--- config.mk ---
export PLATFORM = sky130hd
export DESIGN_NAME = exception_unit
export DESIGN_NICKNAME = d
export VERILOG_FILES = /design/src/hw/exc_pkg.sv /design/src/hw/address_error_checker.sv /design/src/hw/exception_classifier.sv /design/src/hw/cop0_exc_regs.sv /design/src/hw/exception_unit.sv
export VERILOG_INCLUDE_DIRS = /design/src /design/src/hw
export SDC_FILE = /design/constraint.sdc
export NUM_CORES = 1
export LEC_CHECK = 0
export ABC_AREA = 1
export BUFFER_PORTS_ARGS = -buffer_cell sky130_fd_sc_hd__buf_2
export CAP_MARGIN = 25
export CORE_MARGIN = 2
export CORE_UTILIZATION = 50
export DETAILED_ROUTE_END_ITERATION = 7
export HOLD_SLACK_MARGIN = 0.06
export PLACE_DENSITY = 0.74
export SYNTH_ARGS = -nofsm -noshare
export SYNTH_HDL_FRONTEND = slang
export SYNTH_SLANG_ARGS = --single-unit
--- constraint.sdc ---
create_clock -name clk -period 10.6 [get_ports clk]
set_input_delay 2.12 -clock clk [delete_from_list [all_inputs] [get_ports clk]]
set_output_delay 2.12 -clock clk [all_outputs]
set_load 0.05 [all_outputs]
--- src/hw/exc_macros.svh ---
`ifndef EXC_MACROS_SVH
`define EXC_MACROS_SVH

// Exception vector bases and offsets.
`define EXC_BOOT_BASE   32'hBFC0_0200
`define EXC_OFF_GENERAL 32'h0000_0180
`define EXC_OFF_INT     32'h0000_0200

// Reset values.
`define EBASE_RESET     32'h8000_0000
`define STATUS_RESET    32'h0040_0000 // BEV only.

// Status bit positions.
`define STATUS_IE       0
`define STATUS_EXL      1
`define STATUS_UM       4
`define STATUS_IM_S     8
`define STATUS_IM_E     15
`define STATUS_BEV      22

// Cause bit positions.
`define CAUSE_EXC_S     2
`define CAUSE_IP_S      8
`define CAUSE_IV        23
`define CAUSE_BD        31

`endif

--- src/hw/exc_pkg.sv ---
package exc_pkg;

    // MIPS exception codes as written to Cause ExcCode.
    typedef enum logic [4:0] {
        EXC_INT  = 5'd0,
        EXC_ADEL = 5'd4,
        EXC_ADES = 5'd5,
        EXC_SYS  = 5'd8,
        EXC_BP   = 5'd9,
        EXC_RI   = 5'd10,
        EXC_CPU  = 5'd11,
        EXC_OV   = 5'd12,
        EXC_TR   = 5'd13
    } exc_code_t;

    typedef enum logic [2:0] {
        CHK_NONE,
        CHK_SYSCALL,
        CHK_BREAK,
        CHK_TRAP,
        CHK_OVERFLOW,
        CHK_RESERVED,
        CHK_ERET
    } exc_chk_t;

    typedef enum logic [2:0] {
        MEM_NONE,
        MEM_LOAD_WORD,
        MEM_LOAD_HALF,
        MEM_LOAD_BYTE,
        MEM_STORE_WORD,
        MEM_STORE_HALF,
        MEM_STORE_BYTE
    } mem_mode_t;

    // Register numbers on the coprocessor-0 port.
    typedef enum logic [4:0] {
        CP0_BADVADDR = 5'd8,
        CP0_STATUS   = 5'd12,
        CP0_CAUSE    = 5'd13,
        CP0_EPC      = 5'd14,
        CP0_EBASE    = 5'd15
    } cp0_reg_t;

endpackage

--- src/hw/address_error_checker.sv ---
`timescale 1ns/1ns

module address_error_checker (
    input  logic [31:0]       pc,
    input  logic [31:0]       mem_addr,
    input  exc_pkg::mem_mode_t mem_mode,
    input  logic              kernel_mode,
    output logic              fetch_error,
    output logic              load_error,
    output logic              store_error
);

    import exc_pkg::*;

    logic is_load;
    logic is_store;
    logic misaligned;
    logic seg_error;

    always_comb begin
        is_load  = 1'b0;
        is_store = 1'b0;
        misaligned = 1'b0;
        case (mem_mode)
            MEM_LOAD_WORD: begin
                is_load    = 1'b1;
                misaligned = |mem_addr[1:0];
            end
            MEM_LOAD_HALF: begin
                is_load    = 1'b1;
                misaligned = mem_addr[0];
            end
            MEM_LOAD_BYTE: is_load = 1'b1; // Bytes are always aligned.
            MEM_STORE_WORD: begin
                is_store   = 1'b1;
                misaligned = |mem_addr[1:0];
            end
            MEM_STORE_HALF: begin
                is_store   = 1'b1;
                misaligned = mem_addr[0];
            end
            MEM_STORE_BYTE: is_store = 1'b1;
            default: ;
        endcase
    end

    // Upper half of the address space is kernel only.
    assign seg_error = mem_addr[31] & ~kernel_mode;

    assign fetch_error = (|pc[1:0]) | (pc[31] & ~kernel_mode);
    assign load_error  = is_load & (misaligned | seg_error);
    assign store_error = is_store & (misaligned | seg_error);

endmodule

--- src/hw/exception_classifier.sv ---
`timescale 1ns/1ns
`include "exc_macros.svh"

module exception_classifier (
    input  logic                clk,
    input  logic                rst_n,
    input  logic                in_valid,
    output logic                in_ready,
    input  logic [31:0]         pc,
    input  logic [31:0]         mem_addr,
    input  exc_pkg::mem_mode_t  mem_mode,
    input  exc_pkg::exc_chk_t   exc_chk,
    input  logic                cond_flag,
    input  logic                is_cop0,
    input  logic                is_branch,
    input  logic [5:0]          hardware_int,
    input  logic [31:0]         status,
    input  logic [1:0]          cause_ip_soft,
    input  logic                s2_ready,
    output logic                s1_valid,
    output logic                s1_exc_taken,
    output logic                s1_eret,
    output exc_pkg::exc_code_t  s1_code,
    output logic [31:0]         s1_epc,
    output logic                s1_in_bd,
    output logic [31:0]         s1_badvaddr,
    output logic                s1_load_badvaddr,
    output logic [31:0]         s1_next_pc
);

    import exc_pkg::*;

    logic        kernel_mode;
    logic        int_pending;
    logic        fetch_error;
    logic        load_error;
    logic        store_error;
    logic        exc_now;
    logic        eret_now;
    exc_code_t   code_now;
    logic [31:0] badvaddr_now;
    logic        load_bv_now;
    logic        prev_branch; // Last accepted instruction was a branch.
    logic        accept;

    assign kernel_mode = status[`STATUS_EXL] | ~status[`STATUS_UM];

    // Level-sensitive; EXL blocks nesting.
    assign int_pending = (|({hardware_int, cause_ip_soft} & status[`STATUS_IM_E:`STATUS_IM_S]))
                         & status[`STATUS_IE] & ~status[`STATUS_EXL];

    address_error_checker address_error_checker_inst (
        .pc          (pc),
        .mem_addr    (mem_addr),
        .mem_mode    (mem_mode),
        .kernel_mode (kernel_mode),
        .fetch_error (fetch_error),
        .load_error  (load_error),
        .store_error (store_error)
    );

    // Fixed priority, highest first.
    always_comb begin
        exc_now      = 1'b1;
        code_now     = EXC_INT;
        badvaddr_now = pc;
        load_bv_now  = 1'b0;
        if (int_pending) begin
            code_now = EXC_INT;
        end else if (fetch_error) begin
            code_now    = EXC_ADEL;
            load_bv_now = 1'b1;
        end else if (is_cop0 && !kernel_mode) begin
            code_now = EXC_CPU;
        end else if (exc_chk == CHK_RESERVED) begin
            code_now = EXC_RI;
        end else if (exc_chk == CHK_SYSCALL) begin
            code_now = EXC_SYS;
        end else if (exc_chk == CHK_BREAK) begin
            code_now = EXC_BP;
        end else if (exc_chk == CHK_OVERFLOW && cond_flag) begin
            code_now = EXC_OV;
        end else if (exc_chk == CHK_TRAP && cond_flag) begin
            code_now = EXC_TR;
        end else if (load_error || store_error) begin
            code_now     = load_error ? EXC_ADEL : EXC_ADES;
            badvaddr_now = mem_addr;
            load_bv_now  = 1'b1;
        end else begin
            exc_now = 1'b0;
        end
    end

    assign eret_now = ~exc_now & (exc_chk == CHK_ERET);

    // Hold off younger instructions until Status is committed.
    assign in_ready = ~(s1_valid & (s1_exc_taken | s1_eret)) & (~s1_valid | s2_ready);
    assign accept   = in_valid & in_ready;

    always_ff @(posedge clk) begin
        if (!rst_n) begin
            s1_valid    <= 1'b0;
            prev_branch <= 1'b0;
        end else begin
            if (accept) begin
                s1_valid    <= 1'b1;
                prev_branch <= is_branch & ~(exc_now | eret_now);
            end else if (s2_ready) begin
                s1_valid <= 1'b0;
            end
        end
    end

    always_ff @(posedge clk) begin
        if (accept) begin
            s1_exc_taken     <= exc_now;
            s1_eret          <= eret_now;
            s1_code          <= code_now;
            s1_epc           <= prev_branch ? pc - 32'd4 : pc; // Delay slot.
            s1_in_bd         <= prev_branch;
            s1_badvaddr      <= badvaddr_now;
            s1_load_badvaddr <= load_bv_now;
            s1_next_pc       <= pc + 32'd4;
        end
    end

endmodule

--- src/hw/cop0_exc_regs.sv ---
`timescale 1ns/1ns
`include "exc_macros.svh"

module cop0_exc_regs (
    input  logic                clk,
    input  logic                rst_n,
    input  logic                s1_valid,
    output logic                s2_ready,
    input  logic                s1_exc_taken,
    input  logic                s1_eret,
    input  exc_pkg::exc_code_t  s1_code,
    input  logic [31:0]         s1_epc,
    input  logic                s1_in_bd,
    input  logic [31:0]         s1_badvaddr,
    input  logic                s1_load_badvaddr,
    input  logic [31:0]         s1_next_pc,
    input  logic                out_ready,
    input  logic                cp0_we,
    input  exc_pkg::cp0_reg_t   cp0_sel,
    input  logic [31:0]         cp0_wdata,
    output logic [31:0]         status,
    output logic [1:0]          cause_ip_soft,
    output logic [31:0]         cp0_rdata,
    output logic                out_valid,
    output logic                redirect,
    output logic                exc_taken,
    output exc_pkg::exc_code_t  exc_code,
    output logic [31:0]         target
);

    import exc_pkg::*;

    exc_code_t   cause_exc;
    logic        cause_iv;
    logic        cause_bd;
    logic [31:0] cause;
    logic [31:0] epc;
    logic [31:0] badvaddr;
    logic [31:0] ebase;
    logic [31:0] vector;
    logic [31:0] target_next;
    logic        move;

    assign s2_ready = ~out_valid | out_ready;
    assign move     = s1_valid & s2_ready;

    always_comb begin
        cause = '0;
        cause[`CAUSE_BD] = cause_bd;
        cause[`CAUSE_IV] = cause_iv;
        cause[`CAUSE_IP_S +: 2] = cause_ip_soft;
        cause[`CAUSE_EXC_S +: 5] = cause_exc;
    end

    // Separate interrupt vector only with IV set.
    assign vector = (status[`STATUS_BEV] ? `EXC_BOOT_BASE : ebase)
                  + ((s1_code == EXC_INT && cause_iv) ? `EXC_OFF_INT : `EXC_OFF_GENERAL);
    assign target_next = s1_exc_taken ? vector : (s1_eret ? epc : s1_next_pc);

    always_ff @(posedge clk) begin
        if (!rst_n) begin
            status        <= `STATUS_RESET;
            cause_ip_soft <= 2'b00;
            cause_iv      <= 1'b0;
            cause_bd      <= 1'b0;
            cause_exc     <= EXC_INT;
            epc           <= '0;
            ebase         <= `EBASE_RESET;
        end else begin
            if (cp0_we) begin
                case (cp0_sel)
                    CP0_STATUS: status <= cp0_wdata;
                    CP0_CAUSE: begin
                        cause_ip_soft <= cp0_wdata[`CAUSE_IP_S +: 2];
                        cause_iv      <= cp0_wdata[`CAUSE_IV];
                    end
                    CP0_EPC:   epc <= cp0_wdata;
                    CP0_EBASE: ebase <= {cp0_wdata[31:12], 12'h000}; // 4 KiB aligned.
                    default: ;
                endcase
            end
            if (move && s1_exc_taken) begin
                status[`STATUS_EXL] <= 1'b1;
                cause_exc <= s1_code;
                cause_bd  <= s1_in_bd;
                epc       <= s1_epc;
            end else if (move && s1_eret) begin
                status[`STATUS_EXL] <= 1'b0;
            end
        end
    end

    always_ff @(posedge clk) begin
        if (cp0_we && cp0_sel == CP0_BADVADDR) begin
            badvaddr <= cp0_wdata;
        end
        if (move && s1_exc_taken && s1_load_badvaddr) begin
            badvaddr <= s1_badvaddr;
        end
    end

    always_comb begin
        case (cp0_sel)
            CP0_BADVADDR: cp0_rdata = badvaddr;
            CP0_STATUS:   cp0_rdata = status;
            CP0_CAUSE:    cp0_rdata = cause;
            CP0_EPC:      cp0_rdata = epc;
            CP0_EBASE:    cp0_rdata = ebase;
            default:      cp0_rdata = '0;
        endcase
    end

    // Output register, held under back-pressure.
    always_ff @(posedge clk) begin
        if (!rst_n) begin
            out_valid <= 1'b0;
            redirect  <= 1'b0;
        end else if (move) begin
            out_valid <= 1'b1;
            redirect  <= s1_exc_taken | s1_eret;
        end else if (out_ready) begin
            out_valid <= 1'b0;
        end
    end

    always_ff @(posedge clk) begin
        if (move) begin
            exc_taken <= s1_exc_taken;
            exc_code  <= s1_code;
            target    <= target_next;
        end
    end

endmodule

--- src/hw/exception_unit.sv ---
`timescale 1ns/1ns

module exception_unit (
    input  logic                clk,
    input  logic                rst_n,
    input  logic                in_valid,
    output logic                in_ready,
    input  logic [31:0]         pc,
    input  logic [31:0]         mem_addr,
    input  exc_pkg::mem_mode_t  mem_mode,
    input  exc_pkg::exc_chk_t   exc_chk,
    input  logic                cond_flag,
    input  logic                is_cop0,
    input  logic                is_branch,
    input  logic [5:0]          hardware_int,
    output logic                out_valid,
    input  logic                out_ready,
    output logic                redirect,
    output logic                exc_taken,
    output exc_pkg::exc_code_t  exc_code,
    output logic [31:0]         target,
    input  logic                cp0_we,
    input  exc_pkg::cp0_reg_t   cp0_sel,
    input  logic [31:0]         cp0_wdata,
    output logic [31:0]         cp0_rdata
);

    import exc_pkg::*;

    logic        s1_valid;
    logic        s2_ready;
    logic        s1_exc_taken;
    logic        s1_eret;
    exc_code_t   s1_code;
    logic [31:0] s1_epc;
    logic        s1_in_bd;
    logic [31:0] s1_badvaddr;
    logic        s1_load_badvaddr;
    logic [31:0] s1_next_pc;
    logic [31:0] status;
    logic [1:0]  cause_ip_soft;

    exception_classifier exception_classifier_inst (
        .clk (clk), .rst_n (rst_n),
        .in_valid (in_valid), .in_ready (in_ready),
        .pc (pc), .mem_addr (mem_addr), .mem_mode (mem_mode), .exc_chk (exc_chk),
        .cond_flag (cond_flag), .is_cop0 (is_cop0), .is_branch (is_branch),
        .hardware_int (hardware_int), .status (status), .cause_ip_soft (cause_ip_soft),
        .s2_ready (s2_ready), .s1_valid (s1_valid),
        .s1_exc_taken (s1_exc_taken), .s1_eret (s1_eret), .s1_code (s1_code),
        .s1_epc (s1_epc), .s1_in_bd (s1_in_bd), .s1_badvaddr (s1_badvaddr),
        .s1_load_badvaddr (s1_load_badvaddr), .s1_next_pc (s1_next_pc)
    );

    cop0_exc_regs cop0_exc_regs_inst (
        .clk (clk), .rst_n (rst_n),
        .s1_valid (s1_valid), .s2_ready (s2_ready),
        .s1_exc_taken (s1_exc_taken), .s1_eret (s1_eret), .s1_code (s1_code),
        .s1_epc (s1_epc), .s1_in_bd (s1_in_bd), .s1_badvaddr (s1_badvaddr),
        .s1_load_badvaddr (s1_load_badvaddr), .s1_next_pc (s1_next_pc),
        .out_ready (out_ready), .cp0_we (cp0_we), .cp0_sel (cp0_sel),
        .cp0_wdata (cp0_wdata), .status (status), .cause_ip_soft (cause_ip_soft),
        .cp0_rdata (cp0_rdata), .out_valid (out_valid), .redirect (redirect),
        .exc_taken (exc_taken), .exc_code (exc_code), .target (target)
    );

endmodule

## Word-level counts from Yosys, hierarchy flattened

Cells that the tools add are included.

| operators by class | value |
|---|---|
| add/subtract/negate cells | 3 |
| eq/ne operators | 17 |
| mux-type cells | 56 |
| bitwise logic cells | 29 |
| reductions and logical operators | 32 |

Operator list:

| cell | number |
|---|---|
| 2-to-1 mux 32 bit | 18 |
| one-hot mux 32 bit (5 select lines) | 1 |
| adder 32 x 3 -> 32 bit (second input constant) | 1 |
| adder 32 bit | 1 |
| subtractor 32 x 3 -> 32 bit (second input constant) | 1 |
| 2-to-1 mux 4 bit | 7 |
| == test 5 x 4 -> 1 bit (second input constant) | 5 |
| 2-to-1 mux 1 bit | 25 |
| == test 3 bit (second input constant) | 6 |
| AND 1 bit | 12 |
| == test 3 x 2 -> 1 bit (second input constant) | 4 |
| 2-to-1 mux 10 bit | 1 |
| AND reduction 2 bit | 5 |
| nonzero test 2 bit | 5 |
| OR reduction 2 bit | 5 |
| NOT 1 bit | 9 |
| OR reduction 9 bit | 1 |
| AND 8 bit | 1 |
| logical AND 1 bit | 8 |
| OR reduction 8 bit | 1 |
| OR 1 bit | 7 |
| == test 3 x 1 -> 1 bit (second input constant) | 2 |
| nonzero test 3 bit | 2 |
| OR reduction 3 bit | 2 |
| other kinds (6) | 7 |

| word-level totals | value |
|---|---|
| bits in registers | 272 |
| input bits | 121 |
| output and inout bits | 73 |
| logic and storage cells | 163 |

## Logic depth before layout (Yosys ltp)

| depth | value |
|---|---|
| word-level depth | 21 |
| depth in mapped cells | 10 |
| gate-level depth less buffers | 10 |

## Hierarchy

A second synthesis with hierarchy kept.

| unflattened totals | value |
|---|---|
| cells, all modules | 1519 |
| area, all modules | 13305.3 sq um |

Modules (own cells, without submodules):

| module | instances | cells each | area an instance (sq um) | sequential area each (sq um) |
|---|---|---|---|---|
| cop0_exc_regs | 1 | 943 | 7706.1 | 4003.8 |
| exception_classifier | 1 | 555 | 5510.3 | 3103.0 |
| address_error_checker | 1 | 21 | 88.8 | 0.0 |

## Least setup slack after synthesis

OpenSTA, ideal clock, no wires.

| timing path | value |
|---|---|
| path type | input to register |
| start | input out_ready |
| end | register exception_classifier_inst.prev_branch |
| library setup time | 0.159 ns |
| data arrival time | 10.438 ns |
| data required time | 10.441 ns |
| path slack | 0.003 ns |
| stages on the path | 6 |
| path buffers | 0 |
| path through | nor2_1 -> inv_1 -> nand3_1 -> a21boi_0 -> o21ai_0 -> a21oi_1 |

| on the way | value |
|---|---|
| longest elaborated chain between the ends | 4 |

RTL lines:

| what | line | RTL |
|---|---|---|
| from (decl) | exception_unit.sv:17 | `input logic out_ready,` |
| OR 1 bit | cop0_exc_regs.sv:44 | `assign s2_ready = ~out_valid \| out_ready;` |
| OR 1 bit | exception_classifier.sv:97 | `assign in_ready = ~(s1_valid & (s1_exc_taken \| s1_eret)) & (~s1_valid \| s2_ready);` |
| AND 1 bit | exception_classifier.sv:97 |  |
| AND 1 bit | exception_classifier.sv:98 | `assign accept = in_valid & in_ready;` |
| net exception_classifier_inst.accept | exception_classifier.sv:44 | `logic accept;` |
| to (signal assigned) | exception_classifier.sv:107 | `prev_branch <= is_branch & ~(exc_now \| eret_now);` |
| to (decl) | exception_classifier.sv:43 | `logic prev_branch;` |

The timed path passes the listed nets, and every way through them passes these cells.
A chain may end at the register's enable or synchronous reset.

## Final worst setup path

| timing path | value |
|---|---|
| start | input cp0_sel[4] |
| end | output cp0_rdata[1] |

| on the way | value |
|---|---|
| longest elaborated chain between the ends | 2 |
| elaborated cells on any way between the ends | 6 |
| those cells by class | 5 x eq/ne; 1 x mux |

RTL lines:

| what | line | RTL |
|---|---|---|
| from (decl) | exception_unit.sv:23 | `input exc_pkg::cp0_reg_t cp0_sel,` |
| == test 5 x 4 -> 1 bit | cop0_exc_regs.sv:103 | `case (cp0_sel)` |
| one-hot mux 32 bit (5 select lines) * | cop0_exc_regs.sv:103 |  |
| to (decl) | exception_unit.sv:25 | `output logic [31:0] cp0_rdata` |

Every way passes the cells marked *; elsewhere a longest branch is shown, timed or not.

==> flow_summary.yaml <==
synthesis:
  netlist_area_um2: 12660
  synth-seq-cells: 267
  async_flop_share: 0
  synth.yosys.seq_area_share: 0.5572
  synth_edf_count: 171
  synthCells: 1410
  synth_fp_nets: 1534
  synthDistinctLibCells: 41
  ys_warn_count: 0
  avgSynthCellArea_um2: 8.982
  yosysTopAreaCell: "edfxtp_1"
  synth_top_cell_area_share: 0.4055
  synthTopCellsByArea: "edfxtp_1 41%, dfxtp_1 15%, nand2_1 9.4%"
  synthFlopType: "edfxtp_1"
worst_hold_path:
  hp-class: "reg2reg"
power_and_ir_drop:
  vdd_drop_max_mv: 0.1178
  p_clk_frac: 0.409
  p_comb_frac: 0.102
  power.density_nw_per_um2: 163.9
  p_int_mw: 1.823
  p_seq_frac: 0.489
  power_switching_uw: 616.7
  total_leakage_power_nw: 6.012
  p_sw_frac: 0.2528
cts:
  hold_buffers: 0
  h-tree-depth: 1
  clock_path_buffers: 3
  root_buffer: "clkbuf_16"
  postCtsSetupBuffers: 0
  numCtsBuffers: 28
  tritoncts: "done"
  cts_resized: 0
  clk-insertion-delay-late_ns: 0.56
  cts_sinks: 267
  cts.reportedPaths.clkPinSlew_ns: 0.06
sta:
  rsz0062_at_grt: "false"
  layout_worst_path_cycle_share: 0.5723
  fmax_mhz: 164.8
  setup_viol: 0
  worst_slew_pin_slew_ns: 0.9969
  finalMaxSlewViolations: 0
  slew_headroom: 0.3347
  tns_ns: 0
  hold_viol_final: 0
  timing.final.ws_setup_ns: 4.533
  fin_crit_ns: 6.067
  hold_ws_ns: 0.4729
  fin_skew_ns: 0.02154
setup_path:
  worst_setup_path_start_kind: "input pin"
  cp_max_fo: 24
  cp.required_ns: 8.48
  rr_endpoint: "cop0_exc_regs_inst.badvaddr[18]"
  reg2reg_from: "exception_classifier_inst.s1_exc_taken"
  cp.arrival_ns: 3.95
  cp-end-kind: "primary output"
  reg2reg_depth: 6
  setup.worst_path.end: "cp0_rdata[1]"
  setup.worst_path.start: "cp0_sel[4]"
  r2r_setup_slack_ns: 6.41
  crit_type: "in2out"
drt:
  drtAntennaViolNets: 0
  drc: 0
  routed_wl_um: 38780
  avgViaCountPerCell: 5.664
  vias: 10940
  route.detailed.wl_per_inst_um: 20.08
  drt_first_pass_iters: 7
  first_iter_violations: 1206
outcome:
  status: "completed"
final_layout:
  final_cell_mix: "318 x nand2_1, 192 x buf_2, 171 x edfxtp_1"
  fin_nets: 1702
  drive_above_1_share: 0.1981
  layout.cells.most_common: "nand2_1"
  syn_to_final_growth_pct: 17.56
floorplan:
  rows: 58
  core_um2: 25040
  die_h_um: 163.2
  initial_core_util: 0.5058
  die_w_um: 163.2
  dieArea_um2: 26620
  io_pins: 194
placement:
  pre_cts_ws_ns: 4.411
  dp_hpwl_um: 27540
  io_buffers: 192
  place.gp.congestion: 0.9869
global_route:
  first_global_vias: 10220
  antenna_found_initial: 1
  overflow: 0
  grt_max_degree: 88
  grtUsageTotal: 0.2895
  grt_pass1_wl_um: 58640
job:
  maxCapViolCount: 0
Yosys cell counts, types with 5 or more instances:
master / number
clkbuf_1: 40
buf_4: 10
buf_2: 17
nor2_1: 137
o21ai_1: 39
a31oi_1: 32
nor3_2: 5
nor3_1: 20
nand3_1: 37
o211ai_1: 6
a21oi_1: 62
nand4_1: 28
nand2_1: 318
xor2_1: 51
mux2_2: 31
o21ai_0: 113
nor2_2: 7
edfxtp_1: 171
dfxtp_1: 96
o22ai_1: 30
a22oi_1: 9
inv_2: 5
inv_1: 118
power groups by stage:
stage	logic (mW)	clock network [mW]	registers (mW)
global route	0.270	1.05	1.20
finish	0.249	0.998	1.19
CTS	0.243	1.00	1.19
global placement	0.238	0	1.21
floorplan	0.133	0	1.23
detailed placement	0.242	0	1.21
metrics by stage:
| stage | utilization | total power [mW] | instances | cell area, um2 |
|---|---|---|---|---|
| after floorplan | - | 1.365 | 1410 | 12660 |
| after global placement | 0.5530 | 1.451 | 1875 | 13840 |
| after detailed placement | 0.5530 | 1.456 | 1875 | 13840 |
| after CTS | 0.5918 | 2.438 | 1927 | 14820 |
| after global routing | 0.5946 | 2.512 | 1930 | 14890 |
| final | 0.5947 | 2.440 | 1931 | 14890 |
final cells by class:
type,count,area [um2]
Tap cell,330,412.9
Timing Repair Buffer,208,1129
Multi-Input combinational cell,947,4843
Clock inverter,13,127.6
Fill cell,2204,10150
Sequential cell,267,7057
Inverter,126,473.0
Clock buffer,39,843.3
Antenna cell,1,2.502
flip-flops by register name, summed over array words and instances, names as in the netlist, 20 cells and up:
| name | flops |
|---|---|
| cop0_exc_regs_inst.target | 32 |
| cop0_exc_regs_inst.ebase | 20 |
| cop0_exc_regs_inst.badvaddr | 32 |
| exception_classifier_inst.s1_epc | 30 |
| cop0_exc_regs_inst.status | 32 |
| exception_classifier_inst.s1_next_pc | 32 |
| exception_classifier_inst.s1_badvaddr | 32 |
| cop0_exc_regs_inst.epc | 32 |
cell families (layout without fill, tap and decap cells):
kind of cell / count (synthesis) / count (layout) / synth area share
AND/OR/NAND/NOR: 564 / 564 / 0.1857
AO/OA/AOI/OAI: 296 / 296 / 0.1272
flip-flops: 267 / 267 / 0.5572
buffers and inverters: 196 / 386 / 0.06283
XOR/XNOR: 51 / 51 / 0.03527
multiplexers: 32 / 32 / 0.02845
adder cells (fa/ha/maj): 3 / 3 / 0.002964
other: 1 / 2 / 0.0002961
metal layers:
metal / GRT usage / up-vias / share of wire
met5: 0 / - / 0
met4: 0.1082 / 0 / 0.035
met3: 0.03911 / 90 / 0.088
met2: 0.4484 / 578 / 0.45
met1: 0.4157 / 5124 / 0.43
li1: - / 5145 / -
critical path, cell delays in order:
cell and delay, ns:
buf_2 0.14, nor2_2 0.14, nand3_2 0.59, clkinv_1 0.46, nand2_1 0.09, o211ai_1 0.11
buf_2 0.29
worst min-delay path by stage:
stage,startpoint,endpoint,slack (ns),cells past startpoint
floorplan,exception_classifier_inst.s1_exc_taken,cop0_exc_regs_inst.exc_taken,0.42,0
global route,cop0_exc_regs_inst.cause_bd,cop0_exc_regs_inst.cause_bd,0.49,2
CTS,cop0_exc_regs_inst.cause_bd,cop0_exc_regs_inst.cause_bd,0.47,2
global placement,cop0_exc_regs_inst.cause_bd,cop0_exc_regs_inst.cause_bd,0.45,2
detailed placement,cop0_exc_regs_inst.cause_bd,cop0_exc_regs_inst.cause_bd,0.46,2
finish,cop0_exc_regs_inst.cause_exc[0],cop0_exc_regs_inst.cause_exc[0],0.47,2
(Power assumes the default switching activity.)
